<file path="config.mk">
export PLATFORM = sky130hd
export DESIGN_NAME = mio_top
export DESIGN_NICKNAME = d
export VERILOG_FILES = /design/src/source/mio_pkg.sv /design/src/source/mio_regs.sv /design/src/source/mio_rx.sv /design/src/source/mio_out_arb.sv /design/src/source/mio_top.sv
export SDC_FILE = /design/constraint.sdc
export NUM_CORES = 1
export LEC_CHECK = 0
export ABC_AREA = 0
export BUFFER_PORTS_ARGS = -buffer_cell sky130_fd_sc_hd__buf_4
export CAP_MARGIN = 20
export CORE_MARGIN = 2
export CORE_UTILIZATION = 38
export DETAILED_ROUTE_END_ITERATION = 10
export MAX_ROUTING_LAYER = met4
export PLACE_DENSITY = 0.61
export SETUP_SLACK_MARGIN = 0.15
export SYNTH_ARGS = -nofsm -noshare
export SYNTH_HDL_FRONTEND = slang
export SYNTH_HIERARCHICAL = 1
export SYNTH_SLANG_ARGS = --single-unit
export TNS_END_PERCENT = 30
</file>
<file path="constraint.sdc">
create_clock -name clk -period 15.1 [get_ports clk]
set_clock_uncertainty 0.2 [all_clocks]
set_input_delay 1.51 -clock clk [delete_from_list [all_inputs] [get_ports clk]]
set_output_delay 1.51 -clock clk [all_outputs]
set_load 0.01 [all_outputs]
</file>
<file path="src/source/mio_pkg.sv">
`default_nettype none

package mio_pkg;

   // ############################
   // widths
   // ############################

   localparam int AW = 32;               // address and data width
   localparam int PW = 2*AW + 40;        // emesh packet width, 104

   // packet field lsb positions
   localparam int PKT_WRITE    = 0;                  // 1 bit
   localparam int PKT_DATAMODE = 1;                  // 2 bits
   localparam int PKT_CTRLMODE = 3;                  // 5 bits
   localparam int PKT_DSTADDR  = 8;                  // AW bits
   localparam int PKT_DATA     = PKT_DSTADDR + AW;   // AW bits
   localparam int PKT_SRCADDR  = PKT_DATA + AW;      // AW bits

   // ############################
   // types
   // ############################

   typedef logic [PW-1:0] packet_t;
   typedef logic [AW-1:0] addr_t;
   typedef logic [31:0]   word_t;
   typedef logic [7:0]    byte_t;
   typedef logic [15:0]   status_t;  // [15:8] sticky, [7:0] immediate

   // ############################
   // register map
   // ############################

   // word index, taken from dstaddr[5:2]
   localparam logic [3:0] REG_CONFIG   = 4'd0;  // 16 bit
   localparam logic [3:0] REG_STATUS   = 4'd1;  // 16 bit
   localparam logic [3:0] REG_CLKDIV   = 4'd2;  // 8 bit
   localparam logic [3:0] REG_CLKPHASE = 4'd3;  // 32 bit
   localparam logic [3:0] REG_ADDR0    = 4'd4;  // 32 bit

   // config bit fields
   localparam int CFG_TX_DIS    = 0;   // tx disable
   localparam int CFG_RX_DIS    = 1;   // rx disable
   localparam int CFG_MODE      = 2;   // 2 bit mode field
   localparam int CFG_DSIZE     = 4;   // 8 bit bytes per packet
   localparam int CFG_MSB_FIRST = 12;
   localparam int CFG_DDR       = 13;

   // mode encodings
   localparam logic [1:0] MODE_E = 2'b00;  // emesh packets
   localparam logic [1:0] MODE_D = 2'b01;  // data streaming
   localparam logic [1:0] MODE_A = 2'b10;  // auto address

   // ############################
   // receiver
   // ############################

   localparam int RX_FIFO_DEPTH = 4;
   localparam int RX_PTR_W      = $clog2(RX_FIFO_DEPTH);
   localparam int RX_PROG_LEVEL = 3;     // prog full at this count or more
   localparam int RX_WORD_BYTES = 4;     // max bytes packed per word

   localparam logic [1:0] DATAMODE_WORD = 2'b10;  // stamped on rx packets

endpackage

`default_nettype wire

</file>
<file path="src/source/mio_regs.sv">
`timescale 1ns/1ps
`default_nettype none

module mio_regs import mio_pkg::*; (
   input  wire           clk,
   input  wire           nreset,
   // packet in
   input  wire           access_in,
   input  wire packet_t  packet_in,
   output logic          wait_out,
   // read response out
   output logic          resp_access,
   output packet_t       resp_packet,
   input  wire           resp_wait,
   // fifo flags
   input  wire           tx_full,
   input  wire           tx_prog_full,
   input  wire           tx_empty,
   input  wire           rx_full,
   input  wire           rx_prog_full,
   input  wire           rx_empty,
   // decoded config
   output logic          tx_en,
   output logic          rx_en,
   output logic          ddr_mode,
   output logic          emode,
   output logic          dmode,
   output logic          amode,
   output byte_t         datasize,
   output logic          lsbfirst,
   output addr_t         dstaddr,
   output byte_t         clkdiv,
   output logic [15:0]   clkphase0,
   output logic [15:0]   clkphase1
);

   // request fields
   logic       write_in;
   logic [1:0] datamode_in;
   logic [4:0] ctrlmode_in;
   addr_t      dstaddr_in;
   addr_t      srcaddr_in;
   word_t      data_in;
   logic [3:0] reg_idx;

   logic       reg_write;
   logic       reg_read;

   // register state
   logic [15:0] config_reg;
   status_t     status_reg;
   byte_t       status_in;
   byte_t       clkdiv_reg;
   word_t       clkphase_reg;
   addr_t       addr0_reg;
   logic [1:0]  cfg_mode;

   word_t       rd_data;
   packet_t     resp_next;

   // ############################
   // decode
   // ############################

   assign write_in    = packet_in[PKT_WRITE];
   assign datamode_in = packet_in[PKT_DATAMODE +: 2];
   assign ctrlmode_in = packet_in[PKT_CTRLMODE +: 5];
   assign dstaddr_in  = packet_in[PKT_DSTADDR +: AW];
   assign data_in     = packet_in[PKT_DATA +: AW];
   assign srcaddr_in  = packet_in[PKT_SRCADDR +: AW];
   assign reg_idx     = dstaddr_in[5:2];          // word index

   // stall only reads while the held response is not draining
   assign wait_out  = resp_access & resp_wait & ~write_in;
   assign reg_write = access_in & ~wait_out & write_in;
   assign reg_read  = access_in & ~wait_out & ~write_in;

   // ############################
   // config
   // ############################

   always_ff @(posedge clk or negedge nreset) begin
      if (!nreset) begin
         config_reg <= '0;                         // tx/rx on, emode
      end else if (reg_write && reg_idx == REG_CONFIG) begin
         config_reg <= data_in[15:0];
      end
   end

   assign cfg_mode = config_reg[CFG_MODE +: 2];
   assign tx_en    = ~config_reg[CFG_TX_DIS];      // stored as disable
   assign rx_en    = ~config_reg[CFG_RX_DIS];
   assign emode    = (cfg_mode == MODE_E);
   assign dmode    = (cfg_mode == MODE_D);
   assign amode    = (cfg_mode == MODE_A);
   assign datasize = config_reg[CFG_DSIZE +: 8];   // bytes per packet
   assign lsbfirst = ~config_reg[CFG_MSB_FIRST];
   assign ddr_mode = config_reg[CFG_DDR];

   // ############################
   // status
   // ############################

   assign status_in = {2'b00, tx_full, tx_prog_full, tx_empty,
                       rx_full, rx_prog_full, rx_empty};

   always_ff @(posedge clk or negedge nreset) begin
      if (!nreset) begin
         status_reg <= '0;
      end else if (reg_write && reg_idx == REG_STATUS) begin
         status_reg <= data_in[15:0];              // loads both halves
      end else begin
         status_reg <= {status_reg[15:8] | status_in,  // sticky
                        status_in};                    // immediate
      end
   end

   // ############################
   // clock and address
   // ############################

   always_ff @(posedge clk or negedge nreset) begin
      if (!nreset) begin
         clkdiv_reg   <= '0;
         clkphase_reg <= '0;
         addr0_reg    <= '0;
      end else if (reg_write) begin
         if (reg_idx == REG_CLKDIV)   clkdiv_reg   <= data_in[7:0];
         if (reg_idx == REG_CLKPHASE) clkphase_reg <= data_in;
         if (reg_idx == REG_ADDR0)    addr0_reg    <= data_in;
      end
   end

   assign clkdiv    = clkdiv_reg;
   assign clkphase0 = clkphase_reg[15:0];    // [7:0] rise, [15:8] fall
   assign clkphase1 = clkphase_reg[31:16];
   assign dstaddr   = addr0_reg;             // rx destination

   // ############################
   // read response
   // ############################

   always_comb begin
      case (reg_idx)
         REG_CONFIG:   rd_data = {16'b0, config_reg};
         REG_STATUS:   rd_data = {16'b0, status_reg};
         REG_CLKDIV:   rd_data = {24'b0, clkdiv_reg};
         REG_CLKPHASE: rd_data = clkphase_reg;
         REG_ADDR0:    rd_data = addr0_reg;
         default:      rd_data = '0;          // unmapped
      endcase
   end

   always_comb begin
      resp_next = '0;
      resp_next[PKT_WRITE]              = 1'b1;        // responses are writes
      resp_next[PKT_DATAMODE +: 2]      = datamode_in;
      resp_next[PKT_CTRLMODE +: 5]      = ctrlmode_in;
      resp_next[PKT_DSTADDR +: AW]      = srcaddr_in;  // back to requester
      resp_next[PKT_DATA +: AW]         = rd_data;
      resp_next[PKT_SRCADDR +: AW]      = dstaddr_in;
   end

   // one entry buffer
   always_ff @(posedge clk or negedge nreset) begin
      if (!nreset) begin
         resp_access <= 1'b0;
      end else if (reg_read) begin
         resp_access <= 1'b1;
      end else if (!resp_wait) begin
         resp_access <= 1'b0;                      // taken by merger
      end
   end

   always_ff @(posedge clk) begin
      if (reg_read) begin
         resp_packet <= resp_next;
      end
   end

endmodule

`default_nettype wire

</file>
<file path="src/source/mio_rx.sv">
`timescale 1ns/1ps
`default_nettype none

module mio_rx import mio_pkg::*; (
   input  wire           clk,
   input  wire           nreset,
   // byte side
   input  wire           io_valid,
   input  wire byte_t    io_data,
   output logic          io_ready,
   // config
   input  wire           rx_en,
   input  wire           dmode,
   input  wire           amode,
   input  wire byte_t    datasize,
   input  wire           lsbfirst,
   input  wire addr_t    dstaddr,
   // packet out
   output logic          rxp_access,
   output packet_t       rxp_packet,
   input  wire           rxp_wait,
   // fifo flags
   output logic          rx_full,
   output logic          rx_prog_full,
   output logic          rx_empty
);

   logic       mode_ok;
   logic [2:0] grp_size;     // effective bytes per word, 1..4
   logic [2:0] byte_cnt;
   word_t      acc;
   word_t      acc_next;
   logic       take;
   logic       last;
   logic       push;
   logic       pop;

   addr_t      addr_cnt;
   addr_t      pkt_addr;
   packet_t    pkt_in;

   packet_t             fifo_mem [RX_FIFO_DEPTH];
   logic [RX_PTR_W-1:0] wr_ptr;
   logic [RX_PTR_W-1:0] rd_ptr;
   logic [RX_PTR_W:0]   count;

   // ############################
   // byte packing
   // ############################

   assign mode_ok  = rx_en & (dmode | amode);
   assign io_ready = ~rx_full;
   assign take     = io_valid & io_ready & mode_ok;  // emode bytes are dropped

   always_comb begin
      if (datasize == 8'd0)
         grp_size = 3'd1;                            // 0 means 1
      else if (datasize > 8'(RX_WORD_BYTES))
         grp_size = 3'(RX_WORD_BYTES);               // clamp
      else
         grp_size = datasize[2:0];
   end

   assign last = ((byte_cnt + 3'd1) >= grp_size);

   // lsb first places by count, msb first shifts up from the bottom
   assign acc_next = lsbfirst ? (acc | (word_t'(io_data) << {byte_cnt, 3'b000}))
                              : {acc[23:0], io_data};

   always_ff @(posedge clk or negedge nreset) begin
      if (!nreset) begin
         byte_cnt <= '0;
         acc      <= '0;
      end else if (!mode_ok) begin
         byte_cnt <= '0;                             // drop partial group
         acc      <= '0;
      end else if (take) begin
         if (last) begin
            byte_cnt <= '0;
            acc      <= '0;
         end else begin
            byte_cnt <= byte_cnt + 3'd1;
            acc      <= acc_next;
         end
      end
   end

   assign push = take & last;                      // word done this edge

   // ############################
   // address
   // ############################

   always_ff @(posedge clk or negedge nreset) begin
      if (!nreset) begin
         addr_cnt <= '0;
      end else if (!rx_en || !amode) begin
         addr_cnt <= dstaddr;                        // reload
      end else if (push) begin
         addr_cnt <= addr_cnt + addr_t'(4);
      end
   end

   assign pkt_addr = amode ? addr_cnt : dstaddr;

   always_comb begin
      pkt_in = '0;
      pkt_in[PKT_WRITE]         = 1'b1;
      pkt_in[PKT_DATAMODE +: 2] = DATAMODE_WORD;
      pkt_in[PKT_DSTADDR +: AW] = pkt_addr;
      pkt_in[PKT_DATA +: AW]    = acc_next;        // zero extended word
   end

   // ############################
   // packet fifo
   // ############################

   assign pop = rxp_access & ~rxp_wait;

   always_ff @(posedge clk) begin
      if (push) begin
         fifo_mem[wr_ptr] <= pkt_in;
      end
   end

   always_ff @(posedge clk or negedge nreset) begin
      if (!nreset) begin
         wr_ptr <= '0;
         rd_ptr <= '0;
         count  <= '0;
      end else begin
         if (push) wr_ptr <= wr_ptr + 1'b1;        // wraps, depth is 2^n
         if (pop)  rd_ptr <= rd_ptr + 1'b1;
         case ({push, pop})
            2'b10:   count <= count + 1'b1;
            2'b01:   count <= count - 1'b1;
            default: count <= count;
         endcase
      end
   end

   assign rx_empty     = (count == '0);
   assign rx_full      = (count == (RX_PTR_W+1)'(RX_FIFO_DEPTH));
   assign rx_prog_full = (count >= (RX_PTR_W+1)'(RX_PROG_LEVEL));

   assign rxp_access = ~rx_empty;
   assign rxp_packet = fifo_mem[rd_ptr];           // head of queue

endmodule

`default_nettype wire

</file>
<file path="src/source/mio_out_arb.sv">
`timescale 1ns/1ps
`default_nettype none

module mio_out_arb import mio_pkg::*; (
   input  wire           clk,
   input  wire           nreset,
   // register responses, high priority
   input  wire           resp_access,
   input  wire packet_t  resp_packet,
   output logic          resp_wait,
   // received packets
   input  wire           rxp_access,
   input  wire packet_t  rxp_packet,
   output logic          rxp_wait,
   // merged output
   output logic          access_out,
   output packet_t       packet_out,
   input  wire           wait_in
);

   logic load_en;     // output register free this cycle
   logic grant_resp;
   logic grant_rxp;

   // ############################
   // grant
   // ############################

   assign load_en    = ~access_out | ~wait_in;    // empty or being taken
   assign grant_resp = load_en & resp_access;
   assign grant_rxp  = load_en & rxp_access & ~resp_access;

   assign resp_wait = ~load_en;                   // only stall blocks it
   assign rxp_wait  = ~load_en | resp_access;     // loses to responses

   // ############################
   // output register
   // ############################

   always_ff @(posedge clk or negedge nreset) begin
      if (!nreset) begin
         access_out <= 1'b0;
      end else if (load_en) begin
         access_out <= resp_access | rxp_access;
      end
   end

   // payload holds while wait_in stalls
   always_ff @(posedge clk) begin
      if (grant_resp) begin
         packet_out <= resp_packet;
      end else if (grant_rxp) begin
         packet_out <= rxp_packet;
      end
   end

endmodule

`default_nettype wire

</file>
<file path="src/source/mio_top.sv">
`timescale 1ns/1ps
`default_nettype none

module mio_top import mio_pkg::*; (
   input  wire           clk,
   input  wire           nreset,
   // emesh packet in
   input  wire           access_in,
   input  wire packet_t  packet_in,
   output wire           wait_out,
   // emesh packet out
   output wire           access_out,
   output wire packet_t  packet_out,
   input  wire           wait_in,
   // pad side bytes
   input  wire           io_valid,
   input  wire byte_t    io_data,
   output wire           io_ready,
   // tx fifo status from outside
   input  wire           tx_full,
   input  wire           tx_prog_full,
   input  wire           tx_empty,
   // config out
   output wire           tx_en,
   output wire           rx_en,
   output wire           ddr_mode,
   output wire           emode,
   output wire           dmode,
   output wire           amode,
   output wire byte_t    datasize,
   output wire           lsbfirst,
   output wire addr_t    dstaddr,
   output wire byte_t    clkdiv,
   output wire [15:0]    clkphase0,
   output wire [15:0]    clkphase1
);

   // regs to merger
   wire          resp_access;
   packet_t      resp_packet;
   wire          resp_wait;

   // receiver to merger
   wire          rxp_access;
   packet_t      rxp_packet;
   wire          rxp_wait;

   // rx fifo flags into status
   wire          rx_full;
   wire          rx_prog_full;
   wire          rx_empty;

   // ############################
   // register block
   // ############################

   mio_regs u_regs (
      .clk(clk), .nreset(nreset),
      .access_in(access_in), .packet_in(packet_in), .wait_out(wait_out),
      .resp_access(resp_access), .resp_packet(resp_packet), .resp_wait(resp_wait),
      .tx_full(tx_full), .tx_prog_full(tx_prog_full), .tx_empty(tx_empty),
      .rx_full(rx_full), .rx_prog_full(rx_prog_full), .rx_empty(rx_empty),
      .tx_en(tx_en), .rx_en(rx_en), .ddr_mode(ddr_mode),
      .emode(emode), .dmode(dmode), .amode(amode),
      .datasize(datasize), .lsbfirst(lsbfirst), .dstaddr(dstaddr),
      .clkdiv(clkdiv), .clkphase0(clkphase0), .clkphase1(clkphase1)
   );

   // ############################
   // receiver
   // ############################

   mio_rx u_rx (
      .clk(clk), .nreset(nreset),
      .io_valid(io_valid), .io_data(io_data), .io_ready(io_ready),
      .rx_en(rx_en), .dmode(dmode), .amode(amode),
      .datasize(datasize), .lsbfirst(lsbfirst), .dstaddr(dstaddr),
      .rxp_access(rxp_access), .rxp_packet(rxp_packet), .rxp_wait(rxp_wait),
      .rx_full(rx_full), .rx_prog_full(rx_prog_full), .rx_empty(rx_empty)
   );

   // responses ahead of rx data
   mio_out_arb u_arb (
      .clk(clk), .nreset(nreset),
      .resp_access(resp_access), .resp_packet(resp_packet), .resp_wait(resp_wait),
      .rxp_access(rxp_access), .rxp_packet(rxp_packet), .rxp_wait(rxp_wait),
      .access_out(access_out), .packet_out(packet_out), .wait_in(wait_in)
   );

endmodule

`default_nettype wire

</file>
# Word level (Yosys, flattened, before mapping)
# Memory sizes are Yosys's and may differ from the RTL's.
# Cells that the tools add are included.
# totals
out_inout_bits	194
input_bits	120
n_memories	1
wordCells	104
regBits	387
ramBits	256
# memory_table
memory	words	width	rd	rd_clocked_by_memory_dff	write_ports	line	rtl
u_rx.fifo_mem	4	64	1	0	1	mio_rx.sv:42	packet_t fifo_mem [RX_FIFO_DEPTH];
# op_classes
n_bitwise	31
n_reduce_logical	15
n_shift	1
mux	21
eq_ne	10
n_lt_le_gt_ge	3
add_sub_neg	6
# op_table
cell	n
32-bit 2-to-1 mux	7
104-bit 2-to-1 mux	2
32-bit one-hot mux with 5 select lines	1
32-bit by 3-bit adder with 32-bit output (second input constant)	1
32-bit OR	1
8-bit by 6-bit left shift with 32-bit output	1
16-bit 2-to-1 mux	1
3-bit 2-to-1 mux	5
1-bit AND	13
1-bit NOT	12
4-bit by 2-bit == test with 1-bit output (second input constant)	2
8-bit by 3-bit > comparator with 1-bit output (second input constant)	1
8-bit zero test	1
8-bit by 6-bit OR with 8-bit output	1
2-bit nonzero test	4
3-bit by 1-bit adder with 3-bit output (second input constant)	2
3-bit one-hot mux with 2 select lines	1
2-bit AND reduction	3
2-bit by 1-bit adder with 2-bit output (second input constant)	2
2-bit by 1-bit == test with 1-bit output (second input constant)	2
2-bit == test (second input constant)	2
4-bit by 1-bit == test with 1-bit output (second input constant)	1
4-bit by 3-bit == test with 1-bit output (second input constant)	1
4-bit zero test	1
12 further kinds	19

# Longest topological paths before layout
# Gate-level depths: netlist of the first run.
# depth
word_depth	10
depth_mapped	16
mapped_depth_nobuf	14

# Cells and area by module
# The synthesis of the first run kept the hierarchy.
# by_module_without_submodules
mod	area_each_um2	cells_each	instances
mio_rx	14029.7	864	1
mio_regs	8122.8	464	1
mio_out_arb	4463.0	226	1

# Worst setup path before layout of the first run
# Ideal clock, no wire load.
# synth_timing
path_kind	input to register
start	in wait_in
end	reg u_regs.resp_packet[100] (enable)
arrival_time_ns	8.790
cell_stages	4
required_ns	14.208
setup_slack_ns	5.418
cell_sequence	and2_1 > nand2_1 > nor2_1 > nor3_1
# synth_via
elab_chain_cells	8
# synth_rtl
item	line	rtl
start: declaration	mio_top.sv:14	input wire wait_in,
1-bit NOT	mio_out_arb.sv:29	assign load_en = ~access_out | ~wait_in;
1-bit OR	mio_out_arb.sv:29	
1-bit NOT	mio_out_arb.sv:33	assign resp_wait = ~load_en;
1-bit AND (2 in a row)	mio_regs.sv:74	assign wait_out = resp_access & resp_wait & ~write_in;
via wait_out	mio_top.sv:10	output wire wait_out,
1-bit NOT	mio_regs.sv:76	assign reg_read = access_in & ~wait_out & ~write_in;
1-bit AND (2 in a row)	mio_regs.sv:76	
via u_regs.reg_read	mio_regs.sv:47	logic reg_read;
end signal: assignment	mio_regs.sv:177	resp_packet <= resp_next;
end: declaration	mio_regs.sv:13	output packet_t resp_packet,
# The timed path passes the listed nets, and every way through them passes these cells.
# A chain may end at the register's enable or synchronous reset.

# Final worst setup path of the first run
# layout_timing
start	reg u_regs.config_reg[3]
end	mem u_rx/fifo_mem[0][60] (netlist name) (enable)
# layout_via
elab_chain_cells	7
# layout_rtl
item	line	rtl
start: declaration	mio_regs.sv:50	logic [15:0] config_reg;
start signal: assignment	mio_regs.sv:86	config_reg <= data_in[15:0];
2-bit by 1-bit == test with 1-bit output or 2-bit == test (tied branches)	mio_regs.sv:94, mio_regs.sv:95	
1-bit OR (*)	mio_rx.sv:51	assign mode_ok = rx_en & (dmode | amode);
1-bit AND (*)	mio_rx.sv:51	
1-bit AND (*)	mio_rx.sv:53	assign take = io_valid & io_ready & mode_ok;
1-bit AND (*)	mio_rx.sv:88	assign push = take & last;
1-bit 2-to-1 mux (*)	mio_rx.sv:121	if (push) begin
1-bit 2-to-1 mux (not written as such) (*)	mio_rx.sv:122	fifo_mem[wr_ptr] <= pkt_in;
end: declaration	mio_rx.sv:42	
# Every way passes the cells marked *; elsewhere a longest branch is shown, timed or not.

==> out/qor.txt, run 1 <==
Worst Hold Depth = 2
register area share after synthesis = 69.16%
area grow syn2layout = 20.25%
Bufs on Longest Clock Path = 3
Clock Pin Slew Worst Setup and Hold Paths = 60 ps
number of synthesized flops with an enable pin = 463
Tot GR Track Use = 19.36%
Pwr Total = 5.283 mW
status = finished clean
max_slew headroom = 31.31%
dpl cell area = 29620 µm²
CP endpoint kind = flip-flop
most flop-heavy register = u_rx/fifo_mem
WL/cell = 23.88 µm
pin count of the biggest net entering global routing = 66
Buf+Inv Stages, Crit Path = 1
Internal = 3.800 mW
Leak Pwr = 12.27 nW
core area = 69660 µm²
share of cells above drive strength 1 = 36.88%
Worst path top cell family by delay = simple AND/OR/NAND/NOR gates
hold path startpoint = u_rx/addr_cnt[1]
startpoint types = flip-flop
Final HPWL DP = 45.45 mm
max_cap viols = 0
setup tns final = 0 ps
fin nets = 2000
clock sink count = 643
num rows = 97
die area = 72170 µm²
Clock power frac = 33.4%
I/O Pins = 314
mapped cell area = 26620 µm²
Initial Utilization = 38.21%
Crit Path Max Fanout = 40
largest registers = u_rx/fifo_mem x256, u_arb/packet_out x104, u_regs/resp_packet x103
Comb pwr share = 21.1%
worst slew pin tran = 1028 ps
synthesized flop and latch total = 643
Critical Path AT = 4870 ps
Critical Path Source = u_regs/config_reg[3]
Sw Ratio = 28.07%
post-route cell area = 32010 µm²
global-route wire length before repair = 100.1 mm
CP Cell Sequence = nor2b_4 > o21a_1 > nand3_1 > nor2_1 > and2_2 > buf_4
Setup CP Type = reg2reg
CP max stage cell = nor2b_4
R2R Path Start = u_regs/config_reg[3]
Max H-tree Level = 3
Register-to-Register Path Depth = 6
DR pass1 iterations = 5
register share of total power = 45.5%
GPL Wtd Cong = 0.8613
Synth Warn # = 6
cell count after synthesis = 1554
grt total ovfl = 0
Max Freq = 207.3 MHz
CP required = 15140 ps
FFs w/ async S/R, synth = 27.99%
Mean Syn Cell Area = 17.13 µm²
vias per cell = 5.169
vias in the first global route = 15100
slowest stage delay, CP = 860 ps
hold buffer count at cts = 0
Main synth FF type = edfxtp_1
# port buffers = 313
worst-skew pair later-pin latency = 610 ps
post-CTS sizing = 0
TritonCTS clock tree = built
post-route clock period utilization = 31.95%
Post-Route WL = 68.45 mm
antenna-violating nets left = 0
Die Ht = 268.7 µm
pwr/cell area = 165.1 nW/µm²
Root Driver = clkbuf_16
P_sw = 1.483 mW
DRC = 0
via count = 14820
max FFs per register = 256
worst hold path endpoint = u_rx/addr_cnt[1]
Max VDD drop = 0.00008560 V
antenna violations before repair = 1
final setup violation count = 0
post-layout min period = 4825 ps
hold crit path type = reg2reg
Slew Limit Fails = 0
FF-to-FF End = u_rx/fifo_mem[0][60]
unrepaired setup endpoints after global routing = no
Post-CTS Setup Inserts = 0
drt initial violations = 1233
R2R Setup Slk = 10280 ps
Yosys cell types = 67
Die X = 268.7 µm
TritonCTS buffer count = 70
Final Hold Fails = 0
==> worst max-delay path by stage <==
stage | endpoint | slack, ps | depth (start not counted)
after floorplan | u_regs/resp_packet[100] | 5420 | 4
after detailed placement | u_rx/fifo_mem[0][52] | 10270 | 10
after CTS | u_rx/fifo_mem[0][36] | 10250 | 10
after global placement | u_rx/fifo_mem[0][56] | 10360 | 10
final | u_rx/fifo_mem[0][60] | 10280 | 6
after global routing | u_rx/fifo_mem[0][60] | 9940 | 10
==> metal layers <==
metal | track usage [%] | part of all wire, % | up-vias
li1 | - | - | 6542
met1 | 26.40 | 45 | 7651
met2 | 28.80 | 46 | 520
met3 | 4.932 | 7.2 | 106
met4 | 5.360 | 2.3 | 0
met5 | - | 0 | -
==> stage by stage <==
step / std cells / hold WS (ps) / worst slack [ps] / utilization (%)
after global routing: 2866 / 320.4 / 9940 / 45.94
after detailed placement: 2737 / 259.4 / 10270 / 42.52
final: 2867 / 275.6 / 10280 / 45.94
after floorplan: 1592 / 233.1 / 5418 / -
after CTS: 2865 / 273.9 / 10250 / 45.94
after global placement: 2737 / 249.4 / 10360 / 42.52
==> cells in the final DEF (no fill, tap or decap), types with 7 or more instances in the layout <==
master       n
clkinv_1     7
clkbuf_16   74
nor3_1       7
edfxtp_1   463
dfrtp_1    178
a22o_1      59
clkbuf_1    15
a21oi_1     50
clkbuf_8     8
clkinv_2     7
nand3_1     12
nand4_1      7
mux2_4      30
ha_1        10
a31oi_1      7
a22oi_1     15
mux2_2     147
nor4_1      11
mux2i_1     24
mux4_2      64
mux2_1      61
nand2_1     56
nor2_1      50
conb_1      41
buf_4      336
bufinv_16    7
xnor2_1     20
o21ai_0     29
inv_1       26
==> kinds of logic (layout without fill, tap and decap cells) <==
family	after synthesis	count (layout)	synth area share, %
mux	326	326	16.81
other cells	3	43	0.04231
xor+xnor	24	24	0.7898
simple gates	201	201	4.175
compound gates	188	188	4.800
flops	643	643	69.16
fa+ha+maj	11	11	0.5453
buf+inv	158	491	3.676
==> synth_stat cells (3+ instances only) <==
cell type	number	area share [%]
edfxtp_1	463	52
dfrtp_1	180	17
mux2_2	147	6.2
mux4_2	64	5.4
mux2_1	61	2.6
a22o_1	59	1.9
nand2_1	56	0.79
buf_4	55	1.6
nor2_1	51	0.72
a21oi_1	50	0.94
mux2_4	30	1.7
o21ai_0	29	0.55
inv_1	26	0.37
clkbuf_1	25	0.35
buf_2	24	0.45
mux2i_1	24	0.90
xnor2_1	20	0.66
a22oi_1	15	0.42
buf_1	12	0.17
nand3_1	12	0.23
buf_6	11	0.47
nor4_1	11	0.26
and2_1	10	0.24
ha_1	10	0.47
a31oi_1	8	0.19
nor3_1	8	0.15
nand4_1	7	0.16
and4_1	6	0.20
o211ai_1	6	0.17
o21ai_1	6	0.11
a21o_1	5	0.14
or3_1	5	0.12
and3_1	4	0.094
buf_12	4	0.30
nor2b_1	4	0.094
nor3b_1	4	0.11
xor2_1	4	0.13
conb_1	3	0.042
o31ai_1	3	0.085
==> area by class of cell <==
class | count | area, µm²
sequential | 643 | 18410
timing repair buffer | 337 | 2534
multi-input combinational | 791 | 7403
clock inverter | 31 | 359.1
antenna | 2 | 5.005
clock buffer | 97 | 2018
fill | 6130 | 37660
inverter | 26 | 97.59
tap | 940 | 1176
==> power groups by stage <==
stage	sequential, mW	combinational, mW	clock, mW
floorplan	2.40	0.649	0
global placement	2.44	1.11	0
global route	2.44	1.21	1.87
finish	2.41	1.11	1.77
detailed placement	2.44	1.13	0
CTS	2.41	1.13	1.80
==> tightest hold or removal path, cell delays in order, from the launching register on <==
cell and delay, ps:
dfrtp_1 340, nand2_1 50, nand2_1 50
No activity file was read; power rests on OpenSTA's default activity.
==> run 2, diff against run 1 <==
- clock period: 15.1 -> 5 ns (I/O delays scaled with it)
==> out/qor.txt, run 2 (synthesis gave the netlist of run 1 again) <==
DR pass1 iterations = 5 (unchanged)
grt total ovfl = 0 (unchanged)
Setup CP Type = reg2reg (unchanged)
antenna violations before repair = 2 (was 1)
area grow syn2layout = 23.74% (was 20.25%)
GPL Wtd Cong = 0.8421 (was 0.8613)
TritonCTS clock tree = built (unchanged)
final setup violation count = 0 (unchanged)
filler instances = 5988 (was 6130)
Slew Limit Fails = 0 (unchanged)
vias per cell = 5.098 (was 5.169)
clock sink count = 643 (unchanged)
setup tns final = 0 ps (unchanged)
DRC = 0 (unchanged)
worst slew pin tran = 1072 ps (was 1028 ps)
via count = 15160 (was 14820)
most flop-heavy register = u_rx/fifo_mem (unchanged)
Max H-tree Level = 3 (unchanged)
I/O Pins = 314 (unchanged)
WL/cell = 22.81 µm (was 23.88 µm)
die area = 72170 µm² (unchanged)
worst-skew pair later-pin latency = 610 ps (about the same)
max_slew headroom = 28.57% (was 31.31%)
Register-to-Register Path Depth = 9 (was 6)
Root Driver = clkbuf_16 (unchanged)
Tot GR Track Use = 19.14% (was 19.36%)
Worst Hold Depth = 1 (was 2)
leading cell types in the layout, fill and taps excluded = 463 x edfxtp_1, 336 x buf_4, 178 x dfrtp_1 (unchanged)
pwr/cell area = 474.4 nW/µm² (was 165.1 nW/µm²)
status = finished clean (unchanged)
antenna-violating nets left = 0 (unchanged)
num rows = 97 (unchanged)
Bufs on Longest Clock Path = 3 (unchanged)
pin count of the biggest net entering global routing = 105 (was 66)
Post-Route WL = 67.80 mm (was 68.45 mm)
Max VDD drop = 0.0003035 V (was 0.00008560 V)
TritonCTS buffer count = 70 (unchanged)
Crit Path Max Fanout = 44 (was 40)
unrepaired setup endpoints after global routing = no (unchanged)
area of the multi-input gates = 7410 µm² (was 7403 µm²)
pre-CTS setup slack = 806.4 ps (was 10270 ps)
global-route wire length before repair = 99.37 mm (was 100.1 mm)
Reg area = 18410 µm² (unchanged)
Initial Utilization = 38.21% (unchanged)
vias in the first global route = 15470 (was 15100)
final setup margin = 766.4 ps (was 10280 ps)
max FFs per register = 256 (unchanged)
most common cell after layout, fill and taps aside = edfxtp_1 (unchanged)
largest registers = u_rx/fifo_mem x256, u_arb/packet_out x104, u_regs/resp_packet x103 (unchanged)
Die Ht = 268.7 µm (unchanged)
Die X = 268.7 µm (unchanged)
Final Hold Fails = 0 (unchanged)
share of cells above drive strength 1 = 34.99% (was 36.88%)
Clock Pin Slew Worst Setup and Hold Paths = 60 ps (about the same)
Max Freq = 236.2 MHz (was 207.3 MHz)
fin nets = 2109 (was 2000)
CP required = 5040 ps (was 15140 ps)
max_cap viols = 0 (unchanged)
CP endpoint kind = flip-flop (unchanged)
drt initial violations = 1085 (was 1233)
# port buffers = 313 (unchanged)
Pwr Total = 15.62 mW (was 5.283 mW)
Final Util = 47.28% (was 45.94%)
Leak Pwr = 12.66 nW (was 12.27 nW)
Critical Path AT = 4270 ps (was 4870 ps)
WHS = 58.73 ps (was 275.6 ps)
post-route clock period utilization = 84.67% (was 31.95%)
post-layout min period = 4234 ps (was 4825 ps)
core area = 69660 µm² (unchanged)
Final HPWL DP = 44.55 mm (was 45.45 mm)
startpoint types = flip-flop (unchanged)
hold crit path type = in2reg (was reg2reg)
-- run 2: what timing repair did --
action	CTS	global route
setup buffers	0	0
hold endpoints to repair	252	0
hold buffers	105	0
resized for setup	0	0
-- run 2: layout make-up --
| class | count | share of cell area [%] |
|---|---|---|
| sequential | 643 | 55.91 |
| antenna | 1 | 0.007598 |
| multi-input combinational | 791 | 22.50 |
| timing repair buffer | 446 | 11.08 |
| clock buffer | 90 | 5.793 |
| clock inverter | 36 | 0.8472 |
| inverter | 26 | 0.2963 |
| tap | 940 | 3.571 |
-- run 2: layer usage --
metal	share of wire [%]	up-vias	global-route usage (%)	wire [µm]
li1	-	6769	-	-
met1	44	7790	25.68	30130
met2	47	504	29.88	32100
met3	6.4	94	4.091	4321
met4	1.8	0	4.580	1253
met5	0	-	-	0
-- run 2: path summary, 6_finish.rpt --
check                                startpoint                     end  slack [ps]
max                        u_regs/config_reg[8]    u_rx/fifo_mem[0][47]         770
min                               packet_in[11]  u_regs/resp_packet[75]          60
max reg2reg                u_regs/config_reg[8]    u_rx/fifo_mem[0][47]         770
min reg2reg                    u_rx/addr_cnt[0]        u_rx/addr_cnt[0]         270
max in group asynchronous                nreset          u_rx/rd_ptr[0]        3190
min in group asynchronous                nreset   u_regs/config_reg[13]         310
-- run 2: worst max-delay path, cell delays in order (launching register included) --
cell      delay, ps
dfrtp_1         400
or4_1           530
nor3_1          380
a21boi_0        280
ha_1            150
nand2b_1        110
a31oi_2         100
nor2_1          790
and2_2          300
buf_4           540
-- run 2: metrics by stage --
stage                     std cells  instance area, µm²
after floorplan                1592               26770
after global placement         2740               29690
after detailed placement       2741               29690
after CTS                      2972               32930
after global routing           2973               32940
final                          2973               32940
-- run 2: where the power goes --
part	internal, mW	switching (mW)	total (mW)
sequential	6.63	0.696	7.33
clock	2.86	2.09	4.95
combinational	1.71	1.64	3.35
